`src/bbc_sound_pkg.sv`:
```
package bbc_sound_pkg;

	// Number of square wave tone channels
	localparam int NUM_TONE = 3;

	// 4 MHz enables per tone tick, so one tick every 128 master clocks
	localparam int PRESCALE = 16;

	// Amplitude per attenuation code in 2 dB steps, code 15 is silence
	localparam logic [6:0] VOL_TABLE [16] = '{
		7'd42, 7'd33, 7'd27, 7'd21,
		7'd17, 7'd13, 7'd11, 7'd8,
		7'd7,  7'd5,  7'd4,  7'd3,
		7'd3,  7'd2,  7'd2,  7'd0
	};

	// IC32 addressable latch, bit 0 at the bottom
	typedef struct packed {
		logic       shift_lock_led_n;
		logic       caps_lock_led_n;
		logic [1:0] disp_addr_offs;
		logic       keyb_enable_n;
		logic       speech_read_n;
		logic       speech_write_n;
		logic       sound_we_n;
	} ic32_t;

	// SN76489 register numbers as carried in a latch byte
	typedef enum logic [2:0] {
		tone0_freq,
		tone0_att,
		tone1_freq,
		tone1_att,
		tone2_freq,
		tone2_att,
		noise_ctrl,
		noise_att
	} psg_reg_e;

	// Settings of one tone channel
	typedef struct packed {
		logic [9:0] period;
		logic [3:0] att;
	} tone_cfg_t;

	typedef logic signed [7:0] chan_level_t;

	// Unsigned offset sample for the DAC
	typedef logic [15:0] audio_sample_t;

endpackage

```
`src/clock_enables.sv`:
```
`timescale 1ns/1ps

module clock_enables (
	input  logic CLK32M_I,
	input  logic arst_n,
	output logic mhz4_clken,
	output logic tone_tick
);
	import bbc_sound_pkg::*;

	logic [2:0]                      div8_q;
	logic [$clog2(PRESCALE)-1:0]     pre_q;

	// Free running divider, enable registered so it is low in reset
	always_ff @(posedge CLK32M_I or negedge arst_n)
	begin
		if (!arst_n)
		begin
			div8_q     <= '0;
			mhz4_clken <= 1'b0;
			pre_q      <= '0;
		end
		else
		begin
			div8_q     <= div8_q + 3'd1;
			mhz4_clken <= (div8_q == 3'd7);
			if (mhz4_clken)
				pre_q <= pre_q + 1'b1;
		end
	end

	// Tick on the last enable of each prescaler round
	assign tone_tick = mhz4_clken && (pre_q == $bits(pre_q)'(PRESCALE - 1));

endmodule

```
`src/ic32_latch.sv`:
```
`timescale 1ns/1ps

module ic32_latch (
	input  logic                 CLK32M_I,
	input  logic                 arst_n,
	input  logic [7:0]           pb,
	output bbc_sound_pkg::ic32_t ic32
);

	// Port B bits 2..0 address one latch bit and bit 3 gives its value
	always_ff @(posedge CLK32M_I or negedge arst_n)
	begin
		if (!arst_n)
		begin
			ic32 <= '0;
		end
		else
		begin
			case (pb[2:0])
				3'd0: ic32.sound_we_n        <= pb[3];
				3'd1: ic32.speech_write_n    <= pb[3];
				3'd2: ic32.speech_read_n     <= pb[3];
				3'd3: ic32.keyb_enable_n     <= pb[3];
				3'd4: ic32.disp_addr_offs[0] <= pb[3];
				3'd5: ic32.disp_addr_offs[1] <= pb[3];
				3'd6: ic32.caps_lock_led_n   <= pb[3];
				3'd7: ic32.shift_lock_led_n  <= pb[3];
			endcase
		end
	end

endmodule

```
`src/psg_register_file.sv`:
```
`timescale 1ns/1ps

module psg_register_file (
	input  logic                     CLK32M_I,
	input  logic                     arst_n,
	input  logic                     sound_we_n,
	input  logic [7:0]               data,
	output bbc_sound_pkg::tone_cfg_t tone_cfg [bbc_sound_pkg::NUM_TONE]
);
	import bbc_sound_pkg::*;

	logic       we_n_q;
	logic       we_fall;
	psg_reg_e   last_reg;
	logic [2:0] cur_idx;
	psg_reg_e   cur_reg;
	logic [1:0] chan;

	// Write strobe edge, the latch powers up low so no write after reset
	assign we_fall = we_n_q && !sound_we_n;

	// Latch bytes name the register, data bytes reuse the last one
	assign cur_idx = data[7] ? data[6:4] : last_reg;
	assign cur_reg = psg_reg_e'(cur_idx);
	assign chan    = cur_idx[2:1];

	always_ff @(posedge CLK32M_I or negedge arst_n)
	begin
		if (!arst_n)
		begin
			we_n_q <= 1'b0;
		end
		else
		begin
			we_n_q <= sound_we_n;
		end
	end

	always_ff @(posedge CLK32M_I or negedge arst_n)
	begin
		if (!arst_n)
		begin
			last_reg <= tone0_freq;
			for (int i = 0; i < NUM_TONE; i++)
			begin
				tone_cfg[i] <= '{period: 10'd0, att: 4'hF};
			end
		end
		else if (we_fall)
		begin
			if (data[7])
				last_reg <= cur_reg;

			case (cur_reg)
				tone0_freq, tone1_freq, tone2_freq:
				begin
					// Low nibble from a latch byte, upper six bits from a data byte
					if (data[7])
						tone_cfg[chan].period[3:0] <= data[3:0];
					else
						tone_cfg[chan].period[9:4] <= data[5:0];
				end
				tone0_att, tone1_att, tone2_att:
				begin
					tone_cfg[chan].att <= data[3:0];
				end
				default:
				begin
					// No noise channel here
				end
			endcase
		end
	end

endmodule

```
`src/psg_tone_channel.sv`:
```
`timescale 1ns/1ps

module psg_tone_channel (
	input  logic                       CLK32M_I,
	input  logic                       arst_n,
	input  logic                       tone_tick,
	input  bbc_sound_pkg::tone_cfg_t   cfg,
	output bbc_sound_pkg::chan_level_t level
);
	import bbc_sound_pkg::*;

	logic [9:0]  count_q;
	logic        tone_q;
	logic [6:0]  amp;
	chan_level_t mag;

	// Reload on expiry; a period of 0 wraps to 1023 and so lasts 1024 ticks
	always_ff @(posedge CLK32M_I or negedge arst_n)
	begin
		if (!arst_n)
		begin
			count_q <= '0;
			tone_q  <= 1'b1;
		end
		else if (tone_tick)
		begin
			if (count_q == 10'd1)
			begin
				count_q <= cfg.period;
				tone_q  <= !tone_q;
			end
			else
			begin
				count_q <= count_q - 10'd1;
			end
		end
	end

	// Attenuation takes effect at once
	assign amp = VOL_TABLE[cfg.att];
	assign mag = chan_level_t'({1'b0, amp});

	assign level = tone_q ? mag : -mag;

endmodule

```
`src/psg_mixer.sv`:
```
`timescale 1ns/1ps

module psg_mixer (
	input  logic                         CLK32M_I,
	input  logic                         arst_n,
	input  logic                         mhz4_clken,
	input  bbc_sound_pkg::chan_level_t   levels [bbc_sound_pkg::NUM_TONE],
	output bbc_sound_pkg::audio_sample_t sample
);
	import bbc_sound_pkg::*;

	chan_level_t sum;

	// Three channels of at most 42 each stay inside 8 signed bits
	always_comb
	begin
		sum = '0;
		for (int i = 0; i < NUM_TONE; i++)
		begin
			sum = sum + levels[i];
		end
	end

	// Signed byte to offset binary in the upper half of the word
	always_ff @(posedge CLK32M_I or negedge arst_n)
	begin
		if (!arst_n)
		begin
			sample <= 16'h8000;
		end
		else if (mhz4_clken)
		begin
			sample <= {~sum[7], sum[6:0], 8'h00};
		end
	end

endmodule

```
`src/bbc_sound.sv`:
```
`timescale 1ns/1ps

module bbc_sound (
	input  logic                         CLK32M_I,
	input  logic                         arst_n,
	input  logic [7:0]                   sys_pa,
	input  logic [7:0]                   sys_pb,
	output bbc_sound_pkg::ic32_t         ic32,
	output bbc_sound_pkg::audio_sample_t audio_l,
	output bbc_sound_pkg::audio_sample_t audio_r
);
	import bbc_sound_pkg::*;

	logic          mhz4_clken;
	logic          tone_tick;
	tone_cfg_t     tone_cfg [NUM_TONE];
	chan_level_t   levels [NUM_TONE];
	audio_sample_t mix_sample;

	clock_enables u_clock_enables (
		.CLK32M_I   (CLK32M_I),
		.arst_n     (arst_n),
		.mhz4_clken (mhz4_clken),
		.tone_tick  (tone_tick)
	);

	// System VIA port B drives the addressable latch
	ic32_latch u_ic32_latch (
		.CLK32M_I (CLK32M_I),
		.arst_n   (arst_n),
		.pb       (sys_pb),
		.ic32     (ic32)
	);

	// Port A carries the sound byte, IC32 bit 0 strobes it in
	psg_register_file u_psg_register_file (
		.CLK32M_I   (CLK32M_I),
		.arst_n     (arst_n),
		.sound_we_n (ic32.sound_we_n),
		.data       (sys_pa),
		.tone_cfg   (tone_cfg)
	);

	for (genvar i = 0; i < NUM_TONE; i++)
	begin : g_tone
		psg_tone_channel u_psg_tone_channel (
			.CLK32M_I  (CLK32M_I),
			.arst_n    (arst_n),
			.tone_tick (tone_tick),
			.cfg       (tone_cfg[i]),
			.level     (levels[i])
		);
	end

	psg_mixer u_psg_mixer (
		.CLK32M_I   (CLK32M_I),
		.arst_n     (arst_n),
		.mhz4_clken (mhz4_clken),
		.levels     (levels),
		.sample     (mix_sample)
	);

	// Mono source on both DAC channels
	assign audio_l = mix_sample;
	assign audio_r = mix_sample;

endmodule

```
`config.mk`:
```
export PLATFORM = sky130hd
export DESIGN_NAME = bbc_sound
export DESIGN_NICKNAME = d
export VERILOG_FILES = /design/src/bbc_sound_pkg.sv /design/src/clock_enables.sv /design/src/ic32_latch.sv /design/src/psg_register_file.sv /design/src/psg_tone_channel.sv /design/src/psg_mixer.sv /design/src/bbc_sound.sv
export SDC_FILE = /design/constraint.sdc
export NUM_CORES = 1
export LEC_CHECK = 0
export ABC_AREA = 1
export BUFFER_PORTS_ARGS = -buffer_cell sky130_fd_sc_hd__buf_2
export CAP_MARGIN = 0
export CORE_MARGIN = 2
export CORE_UTILIZATION = 45
export DETAILED_ROUTE_END_ITERATION = 10
export PLACE_DENSITY = 0.73
export SYNTH_ARGS = -nofsm -noshare
export SYNTH_HDL_FRONTEND = slang
export SYNTH_SLANG_ARGS = --single-unit
```
`constraint.sdc`:
```
create_clock -name CLK32M_I -period 5.4 [get_ports CLK32M_I]
set_input_delay 0.54 -clock CLK32M_I [delete_from_list [all_inputs] [get_ports CLK32M_I]]
set_output_delay 0.54 -clock CLK32M_I [all_outputs]
set_load 0.02 [all_outputs]
```
==> key figures <==
Status
  – Outcome: finished, final reports clean

Route
  – Avg WL per Cell: 12.3 µm
  – WL final: 12.6 mm
  – DR iter-0 viols: 289
  – Post-route ant nets: 0
  – DRC: 0
  – Vias/cell: 5.01
  – Via count: 5140
  – 1st-pass router iterations: 4

Power and ir drop
  – Clk network pwr share: 14.7%
  – Pwr per Cell Area: 660 nW/µm²
  – Static Leak: 3.61 nW
  – Gate power share: 60.5%
  – Internal power: 2.44 mW
  – Switching Fraction: 46.8%
  – Psw: 2.15 mW
  – VDD IR max: 0.000577 V
  – Sequential power share: 24.8%

Setup path
  – CP Max Fanout: 6
  – Crit path DAT: 4.14 ns
  – Kind of critical path: flop to flop
  – WP data required: 5.69 ns
  – Startpoint types: flop
  – CP endpoint kind: flop

Die
  – DIE HEIGHT: 123 µm
  – Core ar.: 13900 µm²
  – DIE AREA: 15200 µm²
  – Starting density of the core: 46.2%
  – # rows: 43
  – # IOs: 58
  – Chip Width: 123 µm

Yosys
  – Number of synthesized flops with an enable pin: 0
  – Synth cell types: 45
  – Post-synth top flop: dfrtp_1
  – Area contributors post-synth: dfrtp_1, nand2_1, ha_1
  – Top-count cell post-synth: nand2_1
  – Avg Cell Area, Syn: 7.87 µm²
  – Yosys warning count: 0
  – Commonest cells post-synth: nand2_1, inv_1, o21ai_0, dfrtp_1, nand3_1
  – Synth top area share: 34.0%
  – Post-synthesis async set-or-reset flop share: 100%
  – Syn Inst Count: 814
  – Synthesized area: 6410 µm²
  – Register bit total from synthesis: 103
  – Sequential share of the synthesized area: 40.5%
  – Yosys top cell by area: dfrtp_1

STA
  – Fin Setup TNS: 0 ns
  – Rel. slew slack: 47.4%
  – Max Clk Rate: 260 MHz
  – Final Critical Period: 3.85 ns
  – RSZ-0062 raised after global routing: no
  – Actual slew at the worst max-slew pin: 0.789 ns
  – Skew final: 0.0106 ns
  – Final period utilization: 71.2%
  – Final setup vio count: 0
  – Fin. Hold Viols: 0
  – Slew Viols, Final: 0
  – Worst setup margin: 1.55 ns

Placement
  – Placed insts: 1010
  – Placement Setup Slack: 1.55 ns
  – Hpwl dp: 9.18 mm
  – I/O Buffers: 37
  – Routability cong.: 0.800

Layout
  – ANT cells: 0
  – Largest register FFs: 42
  – Synthesis-to-layout area growth: 8.40%
  – Final #Nets: 903
  – Largest regs: u_psg_register_file.tone_cfg: 42 flops, g_tone.u_psg_tone_channel.count_q: 30 flops
  – Non-filler cells, final: 1026
  – Biggest register: u_psg_register_file.tone_cfg
  – Share of cells above drive strength 1: 11.3%

Global route
  – M2 GR Usage: 29.6%
  – GRT Total Usage: 18.3%
  – Pin count of the biggest net entering global routing: 65
  – Most used routing layer in global routing: met2
  – Number of global-route vias before repair: 4852
  – GR Overflow Total: 0
  – First-pass GRT wire length: 22.2 mm
  – Met1 Resource Use GR: 25.0%
  – Initial antenna violation count: 0
  – Met3 Resource Use GR: 4.11%

Clock network
  – Reg clk slew, reported paths: 0.07 ns
  – Clock Sinks: 103
  – CTS root buf: clkbuf_16
  – Resized cells post-CTS: 0
  – Deepest clock path buffer count: 2
  – Total CTS buffers: 9
  – Later-pin clock latency in the skew report: 0.35 ns
  – Htree depth: 3
  – CTS Hold Buffers Added: 0
  – CTS tree: yes
  – Setup Fix Bufs, Post-CTS: 0

Min path
  – Hold WC Path Type: input port to async pin

Flow run
  – Maxcap violations: 0
-- per-stage QoR --
stage                     power, mW  area, µm²  utilization (%)  hold WS, ns
after floorplan                3.38       6460                -        0.244
after global placement         3.84       6640             47.8        0.410
after detailed placement       3.93       6640             47.8        0.420
after CTS                      4.62       6940             50.0        0.203
after global routing           5.15       6940             50.0        0.235
final                          4.58       6940             50.0        0.185
-- placed cells by master, fill, tap and decap left out, types with 3 or more instances in the layout --
| cell type | count |
|---|---|
| nand2_1 | 202 |
| inv_1 | 107 |
| o21ai_0 | 88 |
| dfrtp_1 | 87 |
| nand3_1 | 82 |
| nor2_1 | 44 |
| ha_1 | 36 |
| buf_2 | 36 |
| conb_1 | 16 |
| dfstp_2 | 16 |
| xor2_1 | 14 |
| o211ai_1 | 12 |
| clkbuf_16 | 9 |
| a21oi_1 | 8 |
| fa_1 | 8 |
| nand4_1 | 6 |
| nor3_1 | 6 |
| or2_2 | 5 |
| o21ai_1 | 5 |
| xnor2_1 | 5 |
| a31oi_1 | 5 |
| inv_2 | 5 |
| o221ai_1 | 5 |
| o21ai_2 | 3 |
| mux2_2 | 3 |
| buf_4 | 3 |
-- power groups by stage --
stage / combinational (mW) / sequential [mW] / clock (mW)
3_5_place_dp: 2.78 / 1.15 / 0
2_1_floorplan: 2.24 / 1.14 / 0
5_1_grt: 3.27 / 1.17 / 0.718
3_3_place_gp: 2.69 / 1.15 / 0
6_report: 2.77 / 1.14 / 0.672
4_1_cts: 2.79 / 1.14 / 0.690
-- final timing paths --
| kind | endpoint | cells past startpoint | slack [ns] | startpoint |
|---|---|---|---|---|
| max | u_psg_mixer.sample[15] | 25 | 1.55 | u_psg_register_file.tone_cfg[28] |
| min | g_tone[0].u_psg_tone_channel.count_q[1] | 1 | 0.18 | arst_n |
| max reg2reg | u_psg_mixer.sample[15] | 25 | 1.55 | u_psg_register_file.tone_cfg[28] |
| min reg2reg | u_clock_enables.div8_q[0] | 1 | 0.43 | u_clock_enables.div8_q[0] |
| max in group asynchronous | g_tone[0].u_psg_tone_channel.count_q[5] | 2 | 4.02 | arst_n |
| min in group CLK32M_I | u_clock_enables.div8_q[0] | 1 | 0.43 | u_clock_enables.div8_q[0] |
-- logic make-up (layout without fill, tap and decap cells) --
logic type | count (synthesis) | after routing | synth area share (%)
flip-flops | 103 | 103 | 40.5
AO/OA/AOI/OAI | 133 | 133 | 11.8
multiplexers | 3 | 3 | 0.527
other | 1 | 16 | 0.0585
AND/OR/NAND/NOR | 359 | 359 | 24.3
buffers and inverters | 152 | 169 | 10.6
XOR/XNOR | 19 | 19 | 2.60
adder cells (fa/ha/maj) | 44 | 44 | 9.53
-- routing by layer --
layer,vias up,routed length (µm)
met2,91,5980
li1,2656,-
met4,0,158
met5,-,0
met1,2380,5970
met3,13,529
-- critical path, stage by stage, from the launching register on --
cell,delay [ns]
dfstp_2,0.58
inv_1,0.10
ha_1,0.30
nand2_1,0.07
nand3_1,0.06
nand2_1,0.10
inv_1,0.08
ha_1,0.21
a31oi_1,0.20
xnor2_1,0.15
inv_1,0.08
fa_1,0.53
inv_1,0.04
ha_1,0.30
inv_1,0.06
o21ai_0,0.21
nand2_1,0.08
nand3_1,0.10
inv_1,0.05
nand3_1,0.10
nand2_1,0.06
nand2_1,0.07
nand2_1,0.05
nand2_1,0.05
nand3_1,0.09
nand2_1,0.09
-- area by class of cell --
class | instances | area [µm²]
clock buffer | 11 | 243
clock inverter | 5 | 65.1
fill | 1372 | 6940
inverter | 114 | 428
multi-input combinational | 574 | 3180
sequential | 103 | 2600
tap | 180 | 225
timing repair buffer | 39 | 203
Note: power is estimated with default switching activity, not from simulation.
